<file path="config.mk">
export PLATFORM = sky130hd
export DESIGN_NAME = memory_flat
export DESIGN_NICKNAME = d
export VERILOG_FILES = /design/src/verilog/procPkg.sv /design/src/verilog/stageIf.sv /design/src/verilog/memory.sv /design/src/flat_wrapper.sv
export SDC_FILE = /design/constraint.sdc
export NUM_CORES = 2
export LEC_CHECK = 0
export ABC_AREA = 1
export BUFFER_PORTS_ARGS = -buffer_cell sky130_fd_sc_hd__buf_2
export CAP_MARGIN = 30
export CORE_MARGIN = 1
export CORE_UTILIZATION = 30
export CTS_CLUSTER_DIAMETER = 50
export DETAILED_ROUTE_END_ITERATION = 6
export MAX_ROUTING_LAYER = met4
export PLACE_DENSITY_LB_ADDON = 0.12
export SLEW_MARGIN = 20
export SYNTH_ARGS = -nofsm -noshare
export SYNTH_HDL_FRONTEND = slang
export SYNTH_SLANG_ARGS = --single-unit
</file>
<file path="constraint.sdc">
create_clock -name clk -period 8.44 [get_ports clk]
set_input_delay 0.422 -clock clk [delete_from_list [all_inputs] [get_ports clk]]
set_output_delay 0.422 -clock clk [all_outputs]
set_load 0.05 [all_outputs]
</file>
<file path="src/verilog/procPkg.sv">
// Shared widths and memory depths for the proc core
// Opcode and ALU operation encodings
// Instruction word formats and the decoding union
`default_nettype none

package procPkg;

   localparam int dataWidth    = 16;
   localparam int regAddrWidth = 3;
   localparam int imemDepth    = 256;
   localparam int dmemDepth    = 256;
   localparam int memAddrWidth = 8;

   typedef enum logic [4:0] {
      opHalt = 5'b00000,
      opNop  = 5'b00001,
      opJ    = 5'b00100,
      opAddi = 5'b01000,
      opBeqz = 5'b01100,
      opBnez = 5'b01101,
      opSt   = 5'b10000,
      opLd   = 5'b10001,
      opLbi  = 5'b11000,
      opAlu  = 5'b11011   // ADD, SUB, AND chosen by func
   } opcodeT;

   // Also the func field encoding of the register-register group
   typedef enum logic [1:0] {
      aluAdd   = 2'b00,
      aluSub   = 2'b01,
      aluAnd   = 2'b10,
      aluPassB = 2'b11
   } aluOpT;

   typedef struct packed {
      opcodeT                  opcode;
      logic [regAddrWidth-1:0] rs;
      logic [regAddrWidth-1:0] rt;
      logic [regAddrWidth-1:0] rd;
      logic [1:0]              func;
   } rTypeT;

   typedef struct packed {
      opcodeT                  opcode;
      logic [regAddrWidth-1:0] rs;
      logic [regAddrWidth-1:0] rd;
      logic [4:0]              imm;
   } iTypeT;

   // Branches and LBI take rs from disp[10:8] and an 8-bit field below it
   typedef struct packed {
      opcodeT      opcode;
      logic [10:0] disp;
   } jTypeT;

   typedef union packed {
      rTypeT rType;
      iTypeT iType;
      jTypeT jType;
   } instrWordT;

endpackage

`default_nettype wire

</file>
<file path="src/verilog/stageIf.sv">
// Pipeline latch interfaces
// dxIf decode to execute, xmIf execute to memory, mwIf memory to writeback
`timescale 1ns/1ps
`default_nettype none


interface xmIf import procPkg::*; ();
   logic                    valid;
   logic [dataWidth-1:0]    aluOut;
   logic [dataWidth-1:0]    storeData;
   logic                    memRead;
   logic                    memWrite;
   logic                    regWrite;
   logic [regAddrWidth-1:0] writeReg;
   logic                    isHalt;

   modport xmSrc (output valid, aluOut, storeData, memRead, memWrite, regWrite,
                  writeReg, isHalt);
   modport xmDst (input valid, aluOut, storeData, memRead, memWrite, regWrite,
                  writeReg, isHalt);
endinterface

interface mwIf import procPkg::*; ();
   logic                    valid;
   logic [dataWidth-1:0]    result;
   logic                    regWrite;
   logic [regAddrWidth-1:0] writeReg;
   logic                    isHalt;

   modport mwSrc (output valid, result, regWrite, writeReg, isHalt);
   modport mwDst (input valid, result, regWrite, writeReg, isHalt);
endinterface

`default_nettype wire
</file>
<file path="src/verilog/memory.sv">
// Memory stage: data memory, writeback result select,
// and the memory-to-writeback latch
`timescale 1ns/1ps
`default_nettype none

module memory import procPkg::*; (
   input  logic                    clk,
   input  logic                    rstN,
   xmIf.xmDst                      xm,
   input  logic                    progWrEn,
   input  logic                    progImem,
   input  logic [memAddrWidth-1:0] progAddr,
   input  logic [dataWidth-1:0]    progData,
   mwIf.mwSrc                      mw
);

   logic [dataWidth-1:0]    dmem [dmemDepth];
   logic [memAddrWidth-1:0] dAddr;
   logic [dataWidth-1:0]    result;

   // Word addressed, upper address bits ignored
   assign dAddr = xm.aluOut[memAddrWidth-1:0];

   always_ff @(posedge clk) begin
      if (progWrEn && !progImem)
         dmem[progAddr] <= progData;
      else if (xm.valid && xm.memWrite)
         dmem[dAddr] <= xm.storeData;
   end

   assign result = xm.memRead ? dmem[dAddr] : xm.aluOut;

   always_ff @(posedge clk) begin
      if (!rstN)
         mw.valid <= 1'b0;
      else
         mw.valid <= xm.valid;
   end

   always_ff @(posedge clk) begin
      mw.result   <= result;
      mw.regWrite <= xm.regWrite;
      mw.writeReg <= xm.writeReg;
      mw.isHalt   <= xm.isHalt;
   end

endmodule

`default_nettype wire

</file>
<file path="src/flat_wrapper.sv">
// flat-port wrapper written by rule: the top's interface ports become plain ports
module memory_flat import procPkg::*;
  (clk, rstN, progWrEn, progImem, progAddr, progData, xm_valid, xm_aluOut, xm_storeData, xm_memRead, xm_memWrite, xm_regWrite, xm_writeReg, xm_isHalt, mw_valid, mw_result, mw_regWrite, mw_writeReg, mw_isHalt);
  xmIf xm_i ();
  mwIf mw_i ();
  input  logic clk;
  input  logic rstN;
  input  logic progWrEn;
  input  logic progImem;
  input  logic [memAddrWidth-1:0] progAddr;
  input  logic [dataWidth-1:0] progData;
  input wire logic [$bits(xm_i.valid)-1:0] xm_valid;
  input wire logic [$bits(xm_i.aluOut)-1:0] xm_aluOut;
  input wire logic [$bits(xm_i.storeData)-1:0] xm_storeData;
  input wire logic [$bits(xm_i.memRead)-1:0] xm_memRead;
  input wire logic [$bits(xm_i.memWrite)-1:0] xm_memWrite;
  input wire logic [$bits(xm_i.regWrite)-1:0] xm_regWrite;
  input wire logic [$bits(xm_i.writeReg)-1:0] xm_writeReg;
  input wire logic [$bits(xm_i.isHalt)-1:0] xm_isHalt;
  output wire logic [$bits(mw_i.valid)-1:0] mw_valid;
  output wire logic [$bits(mw_i.result)-1:0] mw_result;
  output wire logic [$bits(mw_i.regWrite)-1:0] mw_regWrite;
  output wire logic [$bits(mw_i.writeReg)-1:0] mw_writeReg;
  output wire logic [$bits(mw_i.isHalt)-1:0] mw_isHalt;
  assign xm_i.valid = xm_valid;
  assign xm_i.aluOut = xm_aluOut;
  assign xm_i.storeData = xm_storeData;
  assign xm_i.memRead = xm_memRead;
  assign xm_i.memWrite = xm_memWrite;
  assign xm_i.regWrite = xm_regWrite;
  assign xm_i.writeReg = xm_writeReg;
  assign xm_i.isHalt = xm_isHalt;
  assign mw_valid = mw_i.valid;
  assign mw_result = mw_i.result;
  assign mw_regWrite = mw_i.regWrite;
  assign mw_writeReg = mw_i.writeReg;
  assign mw_isHalt = mw_i.isHalt;
  memory u_core (.clk(clk), .rstN(rstN), .xm(xm_i), .progWrEn(progWrEn), .progImem(progImem), .progAddr(progAddr), .progData(progData), .mw(mw_i));
endmodule
</file>
==> metrics.cfg <==
[status]
outcome=finished with violations
violations=design-rule violations

[sta]
relSlewSlack_pct=18.00
rsz0062_at_grt=no
report.final.slew_viol_count=0
finalCriticalPeriod_ns=3.806
setup_viol=0
hold_viol=0
max_freq_ghz=0.2627
totalNegativeSetupSlack_ns=0
tightest_slew_ns=1.230
fin_skew_ns=0.03870
period_share_pct=45.10

[clock_tree]
numCtsBuffers=545
cts.repair.resized=0
path_clk_slew_ns=0.06
cts_sinks=4118
clockBufferDepth=4
insertion_delay_ns=1.05
cts_root_buf=clkbuf_16
htree_levels=6
cts_tree=built

[drt]
drt-initial-drc-count=10380
wl_per_cell_um=26.39
antenna_left=0
top_layer=met4
viasPerCell=4.930
wl_um=579400
wl_met3_um=29850
num_vias=108200
dr_wl_met2_um=266100
wl_met1_um=268400
first_pass_iters=7
drc=14

[setup_path]
criticalPathCategory=input port to flip-flop
slowest_delay_ns=0.58
start_kind=input port
slowest_stage=dlygate4sd3_1
cp_common_cell=nand2_1
critPathMaxFanout=127
crit_chain=buf_12 > clkinv_16 > buf_4 > buf_12 > nand2_1 > nand2_1 > nand2_1 > nand3_1 > nand3_1 > nand2_1 > nand2_1 > nand3_1 > nand3_1 > nand3_1 > dlygate4sd3_1 > nand2_1 > inv_1
worst-endpoint-required_ns=9.39
arrival_ns=4.75
end_kind=flip-flop

[placement]
finalWeightedCongestion=0.7963
dp_hpwl_um=322000
dp.cells=20910
io_buffers=89
postPlaceCellArea_um2=176200

[global_route]
grt-ovfl-total=0
antenna_found_initial=28
grt_start_max_net_pins=161
track_usage_pct=20.60
grt_pass1_vias=102700
grt_pass1_wl_um=814200

[cells_and_area]
drive_gt1_share_pct=10.04
area_growth_pct=16.19
fin_area_um2=194600
nets=14120
layout.cells.non_filler=21950

[synthesis]
synthCells=13920
yosysSeqAreaShare_pct=73.69
ys_warn_count=0
synthesis.nets=13980
avgSynthCellArea_um2=12.04
netlist_area_um2=167500
ys_seq_elements=4118
yosysUniqueCellTypes=28

[die]
initial_utilization_pct=30.10
io_pins=90
core.rowCount=274
die-area_um2=561300
die_h_um=749.2
fp.coreArea_um2=556400
die_w_um=749.2

[pwr]
total_power_mw=49.00
p_leak_nw=67.49
ir_worst_vdd_mv=0.2016
power.density_nw_per_um2=251.7

[run]
drv_cap=0

[worst_hold_path]
hp-class=input port to flip-flop

[sequential cells by signal (all words and copies together) (netlist names)]
register,count
u_core.dmem,4096
u_core.mw.result,16
u_core.mw.writeReg,3
u_core.mw.isHalt,1
u_core.mw.regWrite,1
u_core.mw.valid,1
[final timing paths]
path | startpoint | end | slack [ns] | cells past startpoint
hold / removal | progData[3] | u_core.dmem[153][3] | 0.09 | 2
setup / recovery | xm_aluOut[0] | u_core.mw.result[5] | 4.63 | 17
setup reg to reg | u_core.dmem[44][5] | u_core.mw.result[5] | 5.62 | 13
hold reg to reg | u_core.dmem[118][4] | u_core.mw.result[4] | 1.03 | 10
[through the flow]
step	hold WS, ns	utilization, %	worst slack (ns)
final	0.09492	34.98	4.634
after CTS	0.01643	34.91	4.870
after global placement	0.5237	31.55	3.550
after floorplan	0.4497	-	4.848
after detailed placement	0.5266	31.66	3.809
after global routing	0.08952	34.97	4.555
[per-layer routing]
| layer | GRT usage, % | vias to the layer above |
|---|---|---|
| li1 | - | 49690 |
| met1 | 29.01 | 55020 |
| met2 | 31.51 | 2823 |
| met3 | 2.793 | 686 |
| met4 | 5.135 | 0 |
| met5 | - | - |
[layout by cell type, fill, tap and decap left out, types with 17 or more instances in the layout]
master	instances
nor2_2	97
nand2_2	17
nand2_1	4240
clkinv_1	88
o21ai_0	103
clkinv_2	62
nor2_1	402
clkbuf_1	99
buf_6	37
clkinvlp_4	39
bufinv_16	41
edfxtp_1	4096
inv_1	134
diode_2	25
buf_4	292
nand3_1	3802
clkinv_4	23
buf_12	61
clkbuf_16	560
dlygate4sd3_1	24
dfxtp_1	22
buf_2	83
buf_8	26
inv_6	21
[Yosys cell counts, drive strengths merged]
library cell,n,area share (%)
nor2,513,1.2
o211ai,4,0.018
o22ai,1,0.0037
clkinv,1,0.0022
a21oi,2,0.0060
buf,814,3.1
mux2,16,0.11
edfxtp,4096,73
o21ai,113,0.35
nand2,4258,9.5
clkbuf,126,0.28
nand3,3803,11
inv,146,0.33
dfxtp,22,0.26
and3,1,0.0037
[cell type report]
cell class	instances	area [µm²]
timing repair buffer	526	4959
inverter	147	606.8
multi-input combinational	8711	38410
clock inverter	313	3416
clock buffer	661	14410
tap	7452	9324
sequential	4118	123400
antenna	25	62.56
fill	54930	361800
[critical path, delay by kind of cell]
kind	cells	cell delay (ns)
buffers and inverters	6	2.17
and+or+nand+nor	11	1.57
[repair_timing]
action | in CTS | in global routing
endpoints found under the hold margin | 41 | 0
setup buffers | 0 | 0
hold buffers | 25 | 0
[cell families after synthesis]
group	count (synthesis)	synth area share, %
flops	4118	73.69
buf+inv	1087	3.742
simple gates	8575	22.08
mux	16	0.1076
compound gates	120	0.3787
[where the power goes]
part           switching, mW  total, mW  internal [mW]
registers             0.0405       22.8           22.7
clock network           9.41       23.0           13.6
logic                   2.59       3.22          0.637
total                   12.0       49.0           37.0
(Power assumes the default switching activity.)
