--- config.mk ---
export PLATFORM = sky130hd
export DESIGN_NAME = hazardUnit_flat
export DESIGN_NICKNAME = d
export VERILOG_FILES = /design/src/verilog/procPkg.sv /design/src/verilog/stageIf.sv /design/src/verilog/hazardUnit.sv /design/src/flat_wrapper.sv
export SDC_FILE = /design/constraint.sdc
export NUM_CORES = 1
export LEC_CHECK = 0
export BUFFER_PORTS_ARGS = -buffer_cell sky130_fd_sc_hd__buf_4
export CORE_AREA = 2 2 49 51
export DETAILED_ROUTE_END_ITERATION = 8
export DIE_AREA = 0 0 51 53
export PLACE_DENSITY = 0.78
export SLEW_MARGIN = 20
export SYNTH_ARGS = -nofsm -noshare
export SYNTH_HDL_FRONTEND = slang
export SYNTH_SLANG_ARGS = --single-unit
--- constraint.sdc ---
create_clock -name vclk -period 0.8
set_input_delay 0.04 -clock vclk [all_inputs]
set_output_delay 0.04 -clock vclk [all_outputs]
set_load 0.05 [all_outputs]
--- src/verilog/procPkg.sv ---
// Shared widths and memory depths for the proc core
// Opcode and ALU operation encodings
// Instruction word formats and the decoding union
`default_nettype none

package procPkg;

   localparam int dataWidth    = 16;
   localparam int regAddrWidth = 3;
   localparam int imemDepth    = 256;
   localparam int dmemDepth    = 256;
   localparam int memAddrWidth = 8;

   typedef enum logic [4:0] {
      opHalt = 5'b00000,
      opNop  = 5'b00001,
      opJ    = 5'b00100,
      opAddi = 5'b01000,
      opBeqz = 5'b01100,
      opBnez = 5'b01101,
      opSt   = 5'b10000,
      opLd   = 5'b10001,
      opLbi  = 5'b11000,
      opAlu  = 5'b11011   // ADD, SUB, AND chosen by func
   } opcodeT;

   // Also the func field encoding of the register-register group
   typedef enum logic [1:0] {
      aluAdd   = 2'b00,
      aluSub   = 2'b01,
      aluAnd   = 2'b10,
      aluPassB = 2'b11
   } aluOpT;

   typedef struct packed {
      opcodeT                  opcode;
      logic [regAddrWidth-1:0] rs;
      logic [regAddrWidth-1:0] rt;
      logic [regAddrWidth-1:0] rd;
      logic [1:0]              func;
   } rTypeT;

   typedef struct packed {
      opcodeT                  opcode;
      logic [regAddrWidth-1:0] rs;
      logic [regAddrWidth-1:0] rd;
      logic [4:0]              imm;
   } iTypeT;

   // Branches and LBI take rs from disp[10:8] and an 8-bit field below it
   typedef struct packed {
      opcodeT      opcode;
      logic [10:0] disp;
   } jTypeT;

   typedef union packed {
      rTypeT rType;
      iTypeT iType;
      jTypeT jType;
   } instrWordT;

endpackage

`default_nettype wire

--- src/verilog/stageIf.sv ---
// Pipeline latch interfaces
// dxIf decode to execute, xmIf execute to memory, mwIf memory to writeback
`timescale 1ns/1ps
`default_nettype none

interface dxIf import procPkg::*; ();
   logic                    valid;
   logic [dataWidth-1:0]    pcInc;
   logic [dataWidth-1:0]    aData;
   logic [dataWidth-1:0]    bData;
   logic [dataWidth-1:0]    imm;
   aluOpT                   aluOp;
   logic                    useImm;
   logic                    memRead;
   logic                    memWrite;
   logic                    regWrite;
   logic [regAddrWidth-1:0] writeReg;
   logic                    isBranch;
   logic                    branchOnZero;
   logic                    isJump;
   logic                    isHalt;

   modport dxSrc (output valid, pcInc, aData, bData, imm, aluOp, useImm, memRead,
                  memWrite, regWrite, writeReg, isBranch, branchOnZero, isJump, isHalt);
   modport dxDst (input valid, pcInc, aData, bData, imm, aluOp, useImm, memRead,
                  memWrite, regWrite, writeReg, isBranch, branchOnZero, isJump, isHalt);
endinterface

interface xmIf import procPkg::*; ();
   logic                    valid;
   logic [dataWidth-1:0]    aluOut;
   logic [dataWidth-1:0]    storeData;
   logic                    memRead;
   logic                    memWrite;
   logic                    regWrite;
   logic [regAddrWidth-1:0] writeReg;
   logic                    isHalt;

   modport xmSrc (output valid, aluOut, storeData, memRead, memWrite, regWrite,
                  writeReg, isHalt);
   modport xmDst (input valid, aluOut, storeData, memRead, memWrite, regWrite,
                  writeReg, isHalt);
endinterface


`default_nettype wire
--- src/verilog/hazardUnit.sv ---
// Read-after-write hazard detection for the word in decode
`timescale 1ns/1ps
`default_nettype none

module hazardUnit import procPkg::*; (
   input  logic                    rsUsed,
   input  logic [regAddrWidth-1:0] rsIdx,
   input  logic                    rtUsed,
   input  logic [regAddrWidth-1:0] rtIdx,
   dxIf.dxDst                      dx,
   xmIf.xmDst                      xm,
   output logic                    stall
);

   logic dxWrites;
   logic xmWrites;
   logic rsHazard;
   logic rtHazard;

   assign dxWrites = dx.valid && dx.regWrite;
   assign xmWrites = xm.valid && xm.regWrite;

   // Writeback needs no check since the register file passes it through
   assign rsHazard = rsUsed && ((dxWrites && dx.writeReg == rsIdx) ||
                                (xmWrites && xm.writeReg == rsIdx));
   assign rtHazard = rtUsed && ((dxWrites && dx.writeReg == rtIdx) ||
                                (xmWrites && xm.writeReg == rtIdx));

   assign stall = rsHazard || rtHazard;

endmodule

`default_nettype wire

--- src/flat_wrapper.sv ---
// flat-port wrapper written by rule: the top's interface ports become plain ports
module hazardUnit_flat import procPkg::*;
  (rsUsed, rsIdx, rtUsed, rtIdx, stall, dx_valid, dx_pcInc, dx_aData, dx_bData, dx_imm, dx_aluOp, dx_useImm, dx_memRead, dx_memWrite, dx_regWrite, dx_writeReg, dx_isBranch, dx_branchOnZero, dx_isJump, dx_isHalt, xm_valid, xm_aluOut, xm_storeData, xm_memRead, xm_memWrite, xm_regWrite, xm_writeReg, xm_isHalt);
  dxIf dx_i ();
  xmIf xm_i ();
  input  logic rsUsed;
  input  logic [regAddrWidth-1:0] rsIdx;
  input  logic rtUsed;
  input  logic [regAddrWidth-1:0] rtIdx;
  output logic stall;
  input wire logic [$bits(dx_i.valid)-1:0] dx_valid;
  input wire logic [$bits(dx_i.pcInc)-1:0] dx_pcInc;
  input wire logic [$bits(dx_i.aData)-1:0] dx_aData;
  input wire logic [$bits(dx_i.bData)-1:0] dx_bData;
  input wire logic [$bits(dx_i.imm)-1:0] dx_imm;
  input wire logic [$bits(dx_i.aluOp)-1:0] dx_aluOp;
  input wire logic [$bits(dx_i.useImm)-1:0] dx_useImm;
  input wire logic [$bits(dx_i.memRead)-1:0] dx_memRead;
  input wire logic [$bits(dx_i.memWrite)-1:0] dx_memWrite;
  input wire logic [$bits(dx_i.regWrite)-1:0] dx_regWrite;
  input wire logic [$bits(dx_i.writeReg)-1:0] dx_writeReg;
  input wire logic [$bits(dx_i.isBranch)-1:0] dx_isBranch;
  input wire logic [$bits(dx_i.branchOnZero)-1:0] dx_branchOnZero;
  input wire logic [$bits(dx_i.isJump)-1:0] dx_isJump;
  input wire logic [$bits(dx_i.isHalt)-1:0] dx_isHalt;
  input wire logic [$bits(xm_i.valid)-1:0] xm_valid;
  input wire logic [$bits(xm_i.aluOut)-1:0] xm_aluOut;
  input wire logic [$bits(xm_i.storeData)-1:0] xm_storeData;
  input wire logic [$bits(xm_i.memRead)-1:0] xm_memRead;
  input wire logic [$bits(xm_i.memWrite)-1:0] xm_memWrite;
  input wire logic [$bits(xm_i.regWrite)-1:0] xm_regWrite;
  input wire logic [$bits(xm_i.writeReg)-1:0] xm_writeReg;
  input wire logic [$bits(xm_i.isHalt)-1:0] xm_isHalt;
  assign dx_i.valid = dx_valid;
  assign dx_i.pcInc = dx_pcInc;
  assign dx_i.aData = dx_aData;
  assign dx_i.bData = dx_bData;
  assign dx_i.imm = dx_imm;
  assign dx_i.aluOp = dx_aluOp;
  assign dx_i.useImm = dx_useImm;
  assign dx_i.memRead = dx_memRead;
  assign dx_i.memWrite = dx_memWrite;
  assign dx_i.regWrite = dx_regWrite;
  assign dx_i.writeReg = dx_writeReg;
  assign dx_i.isBranch = dx_isBranch;
  assign dx_i.branchOnZero = dx_branchOnZero;
  assign dx_i.isJump = dx_isJump;
  assign dx_i.isHalt = dx_isHalt;
  assign xm_i.valid = xm_valid;
  assign xm_i.aluOut = xm_aluOut;
  assign xm_i.storeData = xm_storeData;
  assign xm_i.memRead = xm_memRead;
  assign xm_i.memWrite = xm_memWrite;
  assign xm_i.regWrite = xm_regWrite;
  assign xm_i.writeReg = xm_writeReg;
  assign xm_i.isHalt = xm_isHalt;
  hazardUnit u_core (.rsUsed(rsUsed), .rsIdx(rsIdx), .rtUsed(rtUsed), .rtIdx(rtIdx), .dx(dx_i), .xm(xm_i), .stall(stall));
endmodule
==> reports/qor.csv <==
metric,value,unit
status,finished with violations,
failing checks,setup timing,
slew margin rel.,84.4,%
Setup CP Type,input pin to output pin,
peak supply drop,169,µV
largest net degree at the start of global routing,3,
critical-path cell list,"buf_4, xor2_1, nor4_1, o21ai_1, nand2_2, buf_8",
vias post-DR,221,
grt total ovfl,0,
Synth top cells by count,"12 x xor2_1, 4 x nor4_1, 3 x nand2_1, 1 x o21ai_0, 1 x o21ai_1",
DRC viols,0,
Port Buffers,19,
top-count cell post-synth,xor2_1,
Syn-to-layout area delta,155,%
post-synth top area share,69.4,%
total global-route track usage,5.08,%
die area,2700,µm²
Worst Hold Launch,rsUsed,
end point of the worst hold path,stall,
crit path buf inv count,2,
leakage power,0.000169,µW
Max Cap Viol,0,
vias in the first global route,217,
Syn Area/Cell,7.21,µm²
largest cells by area after synthesis,"xor2_1 69%, nor4_1 17%, nand2_1 7.4%",
final count of negative-setup-slack endpoints,1,
Worst Setup Start Kind,input pin,
Fmax,1050,MHz
FF+latch count,0,
DP Area,332,µm²
DRT iter0 DRCs,5,
first-pass GRT wire length,1060,µm
Syn Inst Count,21,
average wire per standard cell,9.34,µm
number of top-level pins,127,
core area,2150,µm²
slowest CP cell,nor4_1,
hold_buf cts,0,
register area,0,µm²
synthesized cell area,151,µm²
initial antenna violation count,0,
Worst Tran Pin Value,0.231,ns
Die X,51,µm
final worst slack,-0.153,ns
crit end category,output pin,
row cnt,17,
"CP delay by family, top",simple AND/OR/NAND/NOR gates,
minimum clock period,0.953,ns
PD cells,484,nW/µm²
vias per cell,3.25,
pre-CTS WS,-0.235,ns
Slowest Stage Delay on Critical Path,0.26,ns
Final Cycle Share,119,%
antenna-violating nets left,0,
syn_nets,147,
distinct cell type count after synthesis,5,
CP Max Fanout,2,
Die H,53,µm
DR pass1 iterations,3,
Slew Limit Fails,0,
Initial Util,7.05,%
Layout Nets,168,
"Hold Vio Cnt, Final",0,
Clock Buffer Count,0,
Synthesis Warnings,0,
Hold Slack,0.438,ns
Critical Path RT,0.76,ns
top cell type by total area after synthesis,xor2_1,
diode count,0,
Layout fillers,229,
overall routed net length,635,µm
RSZ-0062 raised after global routing,true,
"Seq/Total Area, Yosys",0,%
non-filler cells in the finished layout,68,
post-route cell area,385,µm²
placed instance count,68,
hold crit path type,input pin to output pin,
gpl congestion,0.740,
share of cells above drive strength 1,57.5,%
hold depth,4,
Worst Path Arrival,0.91,ns
logic make-up after synthesis:
kind of cell	synth area share, %
XOR/XNOR	69.4
AO/OA/AOI/OAI	6.61
AND/OR/NAND/NOR	24.0
metal layers:
layer | vias up | track usage, % | wire [µm]
li1 | 110 | - | -
met1 | 92 | 8.42 | 338
met5 | - | 0 | 0
met3 | 0 | 0.565 | 75
met4 | 0 | 0 | 0
met2 | 19 | 7.14 | 220
layout make-up:
type | count | area (µm²) | share of cell area, %
multi-input cells | 21 | 174 | 45.1
well taps | 28 | 35.0 | 9.09
repair buffers | 19 | 176 | 45.8
worst min-delay path, delay by kind of cell:
family | cells | cell delay [ns]
buf+inv | 2 | 0.22
simple gates | 1 | 0.08
compound gates | 1 | 0.06
per-stage QoR:
stage               power, µW  utilization, %  TNS [ns]
floorplan                57.9               -         0
global placement          153            15.4    -0.198
detailed placement        158            15.4    -0.235
CTS                       171            16.5    -0.163
global route              201            17.9    -0.182
finish                    187            17.9    -0.153
power breakdown:
group / internal, µW / switching (µW) / total [µW]
sequential: 0 / 0 / 0
combinational: 108 / 78.4 / 187
clock: 0 / 0 / 0
worst max-delay path by stage:
stage / startpoint / end / slack [ns] / cells past startpoint
floorplan: xm_writeReg[2] / stall / 0.0003 / 4
global placement: xm_writeReg[2] / stall / -0.20 / 6
detailed placement: rsIdx[0] / stall / -0.23 / 6
CTS: dx_writeReg[1] / stall / -0.16 / 6
global route: dx_writeReg[0] / stall / -0.18 / 6
finish: xm_writeReg[2] / stall / -0.15 / 6
what timing repair did:
action | 4_1_cts | 5_1_grt
buffers inserted | 0 | 0
gates resized for setup | 7 | 6
pin swaps | 5 | 4
setup endpoints to repair | 1 | 1
cells in the final DEF (no fill, tap or decap), drive strengths merged:
master  netlist  layout
buf           0      19
nand2         3       3
nor4          4       4
o21ai         2       2
xor2         12      12
Note: power is estimated with default switching activity, not from simulation.
