### config.mk
export PLATFORM = sky130hd
export DESIGN_NAME = decode_flat
export DESIGN_NICKNAME = d
export VERILOG_FILES = /design/src/verilog/procPkg.sv /design/src/verilog/stageIf.sv /design/src/verilog/decode.sv /design/src/flat_wrapper.sv
export SDC_FILE = /design/constraint.sdc
export NUM_CORES = 1
export LEC_CHECK = 0
export BUFFER_PORTS_ARGS = -buffer_cell sky130_fd_sc_hd__buf_2
export CAP_MARGIN = 20
export CORE_MARGIN = 2
export CORE_UTILIZATION = 35
export DETAILED_ROUTE_END_ITERATION = 7
export SYNTH_ARGS = -nofsm -noshare
export SYNTH_HDL_FRONTEND = slang
export SYNTH_SLANG_ARGS = --single-unit
### constraint.sdc
create_clock -name clk -period 3.03 [get_ports clk]
set_clock_uncertainty 0.05 [all_clocks]
set_input_delay 0.606 -clock clk [delete_from_list [all_inputs] [get_ports clk]]
set_output_delay 0.606 -clock clk [all_outputs]
set_load 0.02 [all_outputs]
### src/verilog/procPkg.sv
// Shared widths and memory depths for the proc core
// Opcode and ALU operation encodings
// Instruction word formats and the decoding union
`default_nettype none

package procPkg;

   localparam int dataWidth    = 16;
   localparam int regAddrWidth = 3;
   localparam int imemDepth    = 256;
   localparam int dmemDepth    = 256;
   localparam int memAddrWidth = 8;

   typedef enum logic [4:0] {
      opHalt = 5'b00000,
      opNop  = 5'b00001,
      opJ    = 5'b00100,
      opAddi = 5'b01000,
      opBeqz = 5'b01100,
      opBnez = 5'b01101,
      opSt   = 5'b10000,
      opLd   = 5'b10001,
      opLbi  = 5'b11000,
      opAlu  = 5'b11011   // ADD, SUB, AND chosen by func
   } opcodeT;

   // Also the func field encoding of the register-register group
   typedef enum logic [1:0] {
      aluAdd   = 2'b00,
      aluSub   = 2'b01,
      aluAnd   = 2'b10,
      aluPassB = 2'b11
   } aluOpT;

   typedef struct packed {
      opcodeT                  opcode;
      logic [regAddrWidth-1:0] rs;
      logic [regAddrWidth-1:0] rt;
      logic [regAddrWidth-1:0] rd;
      logic [1:0]              func;
   } rTypeT;

   typedef struct packed {
      opcodeT                  opcode;
      logic [regAddrWidth-1:0] rs;
      logic [regAddrWidth-1:0] rd;
      logic [4:0]              imm;
   } iTypeT;

   // Branches and LBI take rs from disp[10:8] and an 8-bit field below it
   typedef struct packed {
      opcodeT      opcode;
      logic [10:0] disp;
   } jTypeT;

   typedef union packed {
      rTypeT rType;
      iTypeT iType;
      jTypeT jType;
   } instrWordT;

endpackage

`default_nettype wire

### src/verilog/stageIf.sv
// Pipeline latch interfaces
// dxIf decode to execute, xmIf execute to memory, mwIf memory to writeback
`timescale 1ns/1ps
`default_nettype none

interface dxIf import procPkg::*; ();
   logic                    valid;
   logic [dataWidth-1:0]    pcInc;
   logic [dataWidth-1:0]    aData;
   logic [dataWidth-1:0]    bData;
   logic [dataWidth-1:0]    imm;
   aluOpT                   aluOp;
   logic                    useImm;
   logic                    memRead;
   logic                    memWrite;
   logic                    regWrite;
   logic [regAddrWidth-1:0] writeReg;
   logic                    isBranch;
   logic                    branchOnZero;
   logic                    isJump;
   logic                    isHalt;

   modport dxSrc (output valid, pcInc, aData, bData, imm, aluOp, useImm, memRead,
                  memWrite, regWrite, writeReg, isBranch, branchOnZero, isJump, isHalt);
   modport dxDst (input valid, pcInc, aData, bData, imm, aluOp, useImm, memRead,
                  memWrite, regWrite, writeReg, isBranch, branchOnZero, isJump, isHalt);
endinterface


interface mwIf import procPkg::*; ();
   logic                    valid;
   logic [dataWidth-1:0]    result;
   logic                    regWrite;
   logic [regAddrWidth-1:0] writeReg;
   logic                    isHalt;

   modport mwSrc (output valid, result, regWrite, writeReg, isHalt);
   modport mwDst (input valid, result, regWrite, writeReg, isHalt);
endinterface

`default_nettype wire
### src/verilog/decode.sv
// Register file with write-through, control decode,
// illegal-opcode trap and the decode-to-execute latch
`timescale 1ns/1ps
`default_nettype none

module decode import procPkg::*; (
   input  logic                    clk,
   input  logic                    rstN,
   input  logic                    fdValid,
   input  logic [dataWidth-1:0]    fdInstr,
   input  logic [dataWidth-1:0]    fdPcInc,
   input  logic                    stall,
   input  logic                    redirect,
   mwIf.mwDst                      mw,
   dxIf.dxSrc                      dx,
   output logic                    haltSeen,
   output logic                    err,
   output logic                    rsUsed,
   output logic [regAddrWidth-1:0] rsIdx,
   output logic                    rtUsed,
   output logic [regAddrWidth-1:0] rtIdx
);

   instrWordT               iw;
   logic [dataWidth-1:0]    regs [2**regAddrWidth];
   logic [dataWidth-1:0]    aData;
   logic [dataWidth-1:0]    bData;
   logic [dataWidth-1:0]    imm;
   logic                    needRs;
   logic                    needRt;
   logic                    illegal;
   logic                    isHalt;
   aluOpT                   aluOp;
   logic                    useImm;
   logic                    memRead;
   logic                    memWrite;
   logic                    regWrite;
   logic [regAddrWidth-1:0] writeReg;
   logic                    isBranch;
   logic                    branchOnZero;
   logic                    isJump;
   logic                    mwWrites;

   assign iw = fdInstr;

   always_comb begin
      needRs       = 1'b0;
      needRt       = 1'b0;
      rsIdx        = iw.rType.rs;
      rtIdx        = iw.rType.rt;
      illegal      = 1'b0;
      isHalt       = 1'b0;
      aluOp        = aluAdd;
      useImm       = 1'b0;
      memRead      = 1'b0;
      memWrite     = 1'b0;
      regWrite     = 1'b0;
      writeReg     = iw.iType.rd;
      isBranch     = 1'b0;
      branchOnZero = 1'b0;
      isJump       = 1'b0;
      imm          = {{(dataWidth-5){iw.iType.imm[4]}}, iw.iType.imm};
      case (iw.rType.opcode)
         opHalt: isHalt = 1'b1;
         opNop: ;
         opAlu: begin
            // func 2'b11 has no register-register meaning
            if (iw.rType.func == 2'b11) begin
               illegal = 1'b1;
            end else begin
               needRs   = 1'b1;
               needRt   = 1'b1;
               aluOp    = aluOpT'(iw.rType.func);
               regWrite = 1'b1;
               writeReg = iw.rType.rd;
            end
         end
         opAddi, opLd: begin
            needRs   = 1'b1;
            useImm   = 1'b1;
            memRead  = (iw.rType.opcode == opLd);
            regWrite = 1'b1;
         end
         opSt: begin
            // ST keeps its data register in the rt position, read through port B
            needRs   = 1'b1;
            needRt   = 1'b1;
            useImm   = 1'b1;
            memWrite = 1'b1;
         end
         opLbi: begin
            aluOp    = aluPassB;
            useImm   = 1'b1;
            regWrite = 1'b1;
            writeReg = iw.iType.rs;
            imm      = {{(dataWidth-8){iw.jType.disp[7]}}, iw.jType.disp[7:0]};
         end
         opBeqz, opBnez: begin
            needRs       = 1'b1;
            isBranch     = 1'b1;
            branchOnZero = (iw.rType.opcode == opBeqz);
            imm          = {{(dataWidth-8){iw.jType.disp[7]}}, iw.jType.disp[7:0]};
         end
         opJ: begin
            isJump = 1'b1;
            imm    = {{(dataWidth-11){iw.jType.disp[10]}}, iw.jType.disp};
         end
         default: illegal = 1'b1;
      endcase
   end

   assign rsUsed   = fdValid && needRs;
   assign rtUsed   = fdValid && needRt;
   assign haltSeen = fdValid && isHalt;

   // Write in writeback shows up on a read in the same cycle
   assign mwWrites = mw.valid && mw.regWrite;
   assign aData    = (mwWrites && mw.writeReg == rsIdx) ? mw.result : regs[rsIdx];
   assign bData    = (mwWrites && mw.writeReg == rtIdx) ? mw.result : regs[rtIdx];

   always_ff @(posedge clk) begin
      if (mwWrites)
         regs[mw.writeReg] <= mw.result;
   end

   always_ff @(posedge clk) begin
      if (!rstN)
         err <= 1'b0;
      else if (fdValid && illegal)
         err <= 1'b1;
   end

   always_ff @(posedge clk) begin
      if (!rstN)
         dx.valid <= 1'b0;
      else if (redirect || stall)
         dx.valid <= 1'b0;
      else
         dx.valid <= fdValid;
   end

   always_ff @(posedge clk) begin
      dx.pcInc        <= fdPcInc;
      dx.aData        <= aData;
      dx.bData        <= bData;
      dx.imm          <= imm;
      dx.aluOp        <= aluOp;
      dx.useImm       <= useImm;
      dx.memRead      <= memRead;
      dx.memWrite     <= memWrite;
      dx.regWrite     <= regWrite;
      dx.writeReg     <= writeReg;
      dx.isBranch     <= isBranch;
      dx.branchOnZero <= branchOnZero;
      dx.isJump       <= isJump;
      dx.isHalt       <= isHalt;
   end

endmodule

`default_nettype wire

### src/flat_wrapper.sv
// flat-port wrapper written by rule: the top's interface ports become plain ports
module decode_flat import procPkg::*;
  (clk, rstN, fdValid, fdInstr, fdPcInc, stall, redirect, haltSeen, err, rsUsed, rsIdx, rtUsed, rtIdx, mw_valid, mw_result, mw_regWrite, mw_writeReg, mw_isHalt, dx_valid, dx_pcInc, dx_aData, dx_bData, dx_imm, dx_aluOp, dx_useImm, dx_memRead, dx_memWrite, dx_regWrite, dx_writeReg, dx_isBranch, dx_branchOnZero, dx_isJump, dx_isHalt);
  mwIf mw_i ();
  dxIf dx_i ();
  input  logic clk;
  input  logic rstN;
  input  logic fdValid;
  input  logic [dataWidth-1:0] fdInstr;
  input  logic [dataWidth-1:0] fdPcInc;
  input  logic stall;
  input  logic redirect;
  output logic haltSeen;
  output logic err;
  output logic rsUsed;
  output logic [regAddrWidth-1:0] rsIdx;
  output logic rtUsed;
  output logic [regAddrWidth-1:0] rtIdx;
  input wire logic [$bits(mw_i.valid)-1:0] mw_valid;
  input wire logic [$bits(mw_i.result)-1:0] mw_result;
  input wire logic [$bits(mw_i.regWrite)-1:0] mw_regWrite;
  input wire logic [$bits(mw_i.writeReg)-1:0] mw_writeReg;
  input wire logic [$bits(mw_i.isHalt)-1:0] mw_isHalt;
  output wire logic [$bits(dx_i.valid)-1:0] dx_valid;
  output wire logic [$bits(dx_i.pcInc)-1:0] dx_pcInc;
  output wire logic [$bits(dx_i.aData)-1:0] dx_aData;
  output wire logic [$bits(dx_i.bData)-1:0] dx_bData;
  output wire logic [$bits(dx_i.imm)-1:0] dx_imm;
  output wire logic [$bits(dx_i.aluOp)-1:0] dx_aluOp;
  output wire logic [$bits(dx_i.useImm)-1:0] dx_useImm;
  output wire logic [$bits(dx_i.memRead)-1:0] dx_memRead;
  output wire logic [$bits(dx_i.memWrite)-1:0] dx_memWrite;
  output wire logic [$bits(dx_i.regWrite)-1:0] dx_regWrite;
  output wire logic [$bits(dx_i.writeReg)-1:0] dx_writeReg;
  output wire logic [$bits(dx_i.isBranch)-1:0] dx_isBranch;
  output wire logic [$bits(dx_i.branchOnZero)-1:0] dx_branchOnZero;
  output wire logic [$bits(dx_i.isJump)-1:0] dx_isJump;
  output wire logic [$bits(dx_i.isHalt)-1:0] dx_isHalt;
  assign mw_i.valid = mw_valid;
  assign mw_i.result = mw_result;
  assign mw_i.regWrite = mw_regWrite;
  assign mw_i.writeReg = mw_writeReg;
  assign mw_i.isHalt = mw_isHalt;
  assign dx_valid = dx_i.valid;
  assign dx_pcInc = dx_i.pcInc;
  assign dx_aData = dx_i.aData;
  assign dx_bData = dx_i.bData;
  assign dx_imm = dx_i.imm;
  assign dx_aluOp = dx_i.aluOp;
  assign dx_useImm = dx_i.useImm;
  assign dx_memRead = dx_i.memRead;
  assign dx_memWrite = dx_i.memWrite;
  assign dx_regWrite = dx_i.regWrite;
  assign dx_writeReg = dx_i.writeReg;
  assign dx_isBranch = dx_i.isBranch;
  assign dx_branchOnZero = dx_i.branchOnZero;
  assign dx_isJump = dx_i.isJump;
  assign dx_isHalt = dx_i.isHalt;
  decode u_core (.clk(clk), .rstN(rstN), .fdValid(fdValid), .fdInstr(fdInstr), .fdPcInc(fdPcInc), .stall(stall), .redirect(redirect), .mw(mw_i), .dx(dx_i), .haltSeen(haltSeen), .err(err), .rsUsed(rsUsed), .rsIdx(rsIdx), .rtUsed(rtUsed), .rtIdx(rtIdx));
endmodule
==> flow_summary.ini, run 1 <==
[placed_design]
post_dp_cell_area_sq_um = 8523
placed_cells = 785
routabilityCongestion = 0.7679
numPortBuffers = 145
dp_hpwl_um = 10410

[power]
p_switching_mw = 1.259
vdd_drop_max_uv = 374.7
p_comb_frac = 0.101
p_per_area_nw_per_um2 = 580.9
p_int_mw = 4.021
seqPwrFrac = 0.507
p_total_mw = 5.280
switching_share = 0.2384
leakagePower_nw = 3.481
clkPwrFrac = 0.392

[detailed_routing]
drc_errors = 0
drt_first_pass_iters = 4
drt_iter0_markers = 183
finalWirelength_um = 16720
viasPerCell = 5.154
avgRoutedWirePerCell_um = 20.44
postRouteAntennaNets = 0
vias = 4216

[setup_path]
path_max_fanout = 25
ff2ff_path_depth = 1
crit_family = multiplexers
cp-start-kind = flop
worst-r2r-setup-slack_ns = 2.37
worstSetupPathDepth = 4
cp.required_ns = 2.37
reg2reg_from = u_core.err$_SDFFE_PN0P_
timing.rr.end = u_core.err$_SDFFE_PN0P_
cp.arrival_ns = 2.23
crit_type = reg -> out
max_stage_delay_ns = 0.60
crit_chain = buf_12 > mux4_1 > mux2_2 > buf_2
cp.buffers_inverters = 2
slowest_stage = mux4_1
endpoint_kind = output pin

[clock_network]
holdBufCountCts = 0
tritoncts = yes
cts_resized = 0
htree_levels = 4
cts_max_path_buffers = 2
clkLatencyLatePin_ns = 0.42
cts-root-buf = clkbuf_16
cts_setup_buffers = 0
cts_num_sinks = 176
cts-buffers-inserted = 17
cts.reportedPaths.clkPinSlew_ns = 0.06

[synthesis]
syn_area_sq_um = 7545
synth-xor-area-share = 0
synth_fa_ha_area_frac = 0
avgSynthCellArea_sq_um = 19.65
synth-edff-count = 128
synth_compound_area_frac = 0.02554
synth_warnings = 0
synth_fp_nets = 443
synth_top_area_share = 0.5095
ys_ff_latch = 176
synth_mux_area_frac = 0.2698
ys_types = 41
synth_top_family_by_area = multiplexers
synth_seq_area_share = 0.6368
synthArstFlopShare = 0
synth_cells = 384
synth_ff_type = edfxtp_1
yosys-top-cells-area = edfxtp_1 (51%), mux4_1 (20%), dfxtp_1 (13%)
synth-simple-area-share = 0.03483
yosysTopAreaCell = edfxtp_1

[finish]
final_cells = 818
final_area_sq_um = 9089
fin_nets = 588
areaGrowthSynthToFinish_pct = 20.46
drive_gt1_frac = 0.4410

[global_route]
overflow = 0
grt_max_degree = 33
antenna_found_initial = 2
grt_pass1_vias = 4488
grt_pass1_wl_um = 25350
grt_use_total = 0.1543

[sta]
worst_pin_slew_ns = 0.4965
final-hold-violation-count = 0
setup_viol = 0
max_freq_ghz = 0.3461
fin_tns_setup_ns = 0
whs_ns = 0.2315
slew_viol_final = 0
rsz0062_at_grt = no
slew_headroom = 0.6690
timing.final.crit_share = 0.9537
layout_min_cycle_time_ns = 2.890

[die]
core_area_sq_um = 21090
die-area_sq_um = 22750
start_util = 0.3578
die-width_um = 150.8
row_count = 53
io_pins = 147
dieHeight_um = 150.8

[job]
cap_viol_max_count = 0

[worst_hold_path]
hold-path-endpoint = u_core.dx.pcInc[4]$_DFF_P_
hold_class = in -> reg
min_from = fdPcInc[4]
hold_depth = 1

[run_status]
status = completed
-- layer usage --
layer  vias to the layer above  track usage  wire length (um)
met2                       169       0.2666              8502
met4                         2      0.04346               176
met3                        15      0.04880              1184
met5                         -            0                11
li1                       1896            -                 -
met1                      2134       0.1865              6841
-- power by group through the flow --
stage	registers, mW	logic (mW)	clock network [mW]
after floorplan	2.76	0.315	0
after global placement	2.72	0.533	0
after detailed placement	2.73	0.541	0
after CTS	2.68	0.543	2.12
after global routing	2.68	0.574	2.22
final	2.67	0.534	2.07
-- final cells by class --
class | instances | area, sq um
Clock buffer | 17 | 425.4
Timing Repair Buffer | 160 | 863.3
Sequential cell | 176 | 4807
Clock inverter | 15 | 137.6
Tap cell | 275 | 344.1
Multi-Input combinational cell | 172 | 2501
Antenna cell | 1 | 2.502
Fill cell | 1861 | 12000
Inverter | 2 | 7.507
-- kinds of logic after synthesis --
logic type | after synthesis
and+or+nand+nor | 49
AOI/OAI and AO/OA | 25
muxes | 98
DFF | 176
buffers and inverters | 36
-- sequential cells by signal (all words and copies together), names as in the netlist, named ones only --
register / cells
u_core.regs: 128
u_core.dx.memRead: 1
u_core.dx.branchOnZero: 1
u_core.dx.valid: 1
u_core.dx.isJump: 1
u_core.dx.pcInc: 16
u_core.dx.writeReg: 3
u_core.dx.imm: 11
u_core.dx.regWrite: 1
u_core.dx.memWrite: 1
u_core.dx.isBranch: 1
u_core.dx.isHalt: 1
u_core.dx.aluOp: 2
u_core.err: 1
u_core.dx.useImm: 1
-- worst max path at each step --
stage / start / endpoint / slack (ns)
after floorplan: mw_writeReg[2] / u_core.regs[0][0]$_DFFE_PP_ / 0.62
after global placement: flop / dx_bData[11] / 0.55
after detailed placement: fdInstr[13] / rsUsed / 0.52
after CTS: flop / dx_bData[15] / 0.07
after global routing: flop / dx_bData[0] / 0.03
final: flop / dx_bData[14] / 0.14
-- metrics by stage --
step                worst slack (ns)  utilization
floorplan                     0.6208            -
global route                 0.02863       0.4309
CTS                          0.07465       0.4309
finish                        0.1403       0.4310
global placement              0.5492       0.4042
detailed placement            0.5207       0.4042
-- synth_stat cells (all sizes together), types with 4 or more instances --
cell    instances
a21o            4
buf            30
a21oi           4
clkbuf          4
nor2           10
nand2          10
nor3            7
dfxtp          48
o21ai           4
mux2           32
mux4           64
nand2b          8
edfxtp        128
-- cell usage in the layout, fill, tap and decap left out, types with 10 or more instances in the layout --
cell,instances
buf_2,145
buf_4,13
clkbuf_16,17
dfxtp_1,46
edfxtp_1,128
mux2_2,32
mux4_1,57
nand2_1,10
nor2_1,10
(Power assumes the default switching activity.)
==> inputs of run 2 (changes only) <==
--- a/config.mk
+++ b/config.mk
@@ -7,6 +7,7 @@
 export LEC_CHECK = 0
 export BUFFER_PORTS_ARGS = -buffer_cell sky130_fd_sc_hd__buf_2
 export CAP_MARGIN = 20
+export CORE_ASPECT_RATIO = 2
 export CORE_MARGIN = 2
 export CORE_UTILIZATION = 35
 export DETAILED_ROUTE_END_ITERATION = 7
==> flow_summary.ini, run 2 (synthesized netlist as in run 1, its figures left out) <==
[run_status]
status = completed

[die]
row_count = 76
start_util = 0.3526
core_area_sq_um = 21400
die-width_um = 107.8
die-area_sq_um = 22820
io_pins = 147
dieHeight_um = 211.6

[placed_design]
routabilityCongestion = 0.7407
post_dp_cell_area_sq_um = 8513
placed_cells = 782
dp_hpwl_um = 11520
numPortBuffers = 145

[setup_path]
cp.arrival_ns = 2.14
crit_type = reg -> out
endpoint_kind = output pin
path_max_fanout = 32
crit_chain = buf_12 > mux4_1 > mux2_2 > buf_2
worstSetupPathDepth = 4
crit_family = multiplexers
cp.buffers_inverters = 2
slowest_stage = mux4_1
cp-start-kind = flop
max_stage_delay_ns = 0.65
ff2ff_path_depth = 1
cp.required_ns = 2.37

[detailed_routing]
finalWirelength_um = 17230
viasPerCell = 5.236
drt_iter0_markers = 176
drt_first_pass_iters = 6
vias = 4262
drc_errors = 0
postRouteAntennaNets = 0
avgRoutedWirePerCell_um = 21.16

[sta]
layout_min_cycle_time_ns = 2.792
slew_headroom = 0.6563
whs_ns = 0.2188
final-hold-violation-count = 0
timing.final.crit_share = 0.9215
slew_viol_final = 0
setup_viol = 0
max_freq_ghz = 0.3581
worst_pin_slew_ns = 0.5115
rsz0062_at_grt = no
fin_tns_setup_ns = 0

[power]
p_per_area_nw_per_um2 = 591.2
leakagePower_nw = 3.502
vdd_drop_max_uv = 421.3

[global_route]
grt_max_degree = 33
overflow = 0
grt_pass1_wl_um = 25860
antenna_found_initial = 0
grt_pass1_vias = 4568
grt_use_total = 0.1578

[clock_network]
cts_max_path_buffers = 2
clkLatencyLatePin_ns = 0.43
holdBufCountCts = 0
cts-buffers-inserted = 17
tritoncts = yes
cts_num_sinks = 176
cts-root-buf = clkbuf_16
cts.reportedPaths.clkPinSlew_ns = 0.07
htree_levels = 4
cts_setup_buffers = 0
cts_resized = 0

[finish]
final_cells = 814
multiInputGateArea_sq_um = 2501
diodes = 0
drive_gt1_frac = 0.4436
fin_nets = 587
ff_latch_area_sq_um = 4807
largestRegisters = u_core.regs (128), u_core.dx.pcInc (16), u_core.dx.imm (11)
layout_commonest_cell = buf_2
final_area_sq_um = 9120
final_cell_mix = buf_2 (145), edfxtp_1 (128), mux4_1 (57), dfxtp_1 (46), mux2_2 (32)
largest_reg_flops = 128
final_util = 0.4263
top_register = u_core.regs
fill_cells = 1901
areaGrowthSynthToFinish_pct = 20.88

[job]
cap_viol_max_count = 0

[worst_hold_path]
hold_depth = 1
hold_class = in -> reg
## run 2: metrics by stage
stage	total power, mW	worst slack [ns]
floorplan	3.075	0.6208
global placement	3.254	0.5749
detailed placement	3.270	0.5423
CTS	5.456	0.1950
global route	5.595	0.1609
finish	5.391	0.2377
## run 2: layout make-up
cell class	count	area share
clock inverter	12	0.01166
timing repair buffer	159	0.09384
inverter	2	0.0008232
sequential	176	0.5271
multi-input combinational	172	0.2742
clock buffer	20	0.05488
tap	273	0.03745
## run 2: power breakdown
part	internal, mW	switching, mW	leakage, nW
combinational	0.230	0.305	1.65
sequential	2.65	0.0237	1.56
clock	1.23	0.958	0.298
total	4.10	1.29	3.50
## run 2: routing by layer
layer | wire length [um] | GRT usage | vias to the layer above
li1 | - | - | 1891
met1 | 5980 | 0.1532 | 2197
met2 | 9927 | 0.3002 | 154
met3 | 920 | 0.04926 | 20
met4 | 398 | 0.06366 | 0
met5 | 0 | 0 | -
## run 2: path summary, 6_finish.rpt
| kind | from | to | slack [ns] |
|---|---|---|---|
| worst max-delay path | flop | dx_aData[3] | 0.24 |
| worst min-delay path | fdPcInc[14] | u_core.dx.pcInc[14]$_DFF_P_ | 0.22 |
| worst max register to register | u_core.err$_SDFFE_PN0P_ | u_core.err$_SDFFE_PN0P_ | 2.37 |
| worst min register to register | u_core.err$_SDFFE_PN0P_ | u_core.err$_SDFFE_PN0P_ | 0.42 |
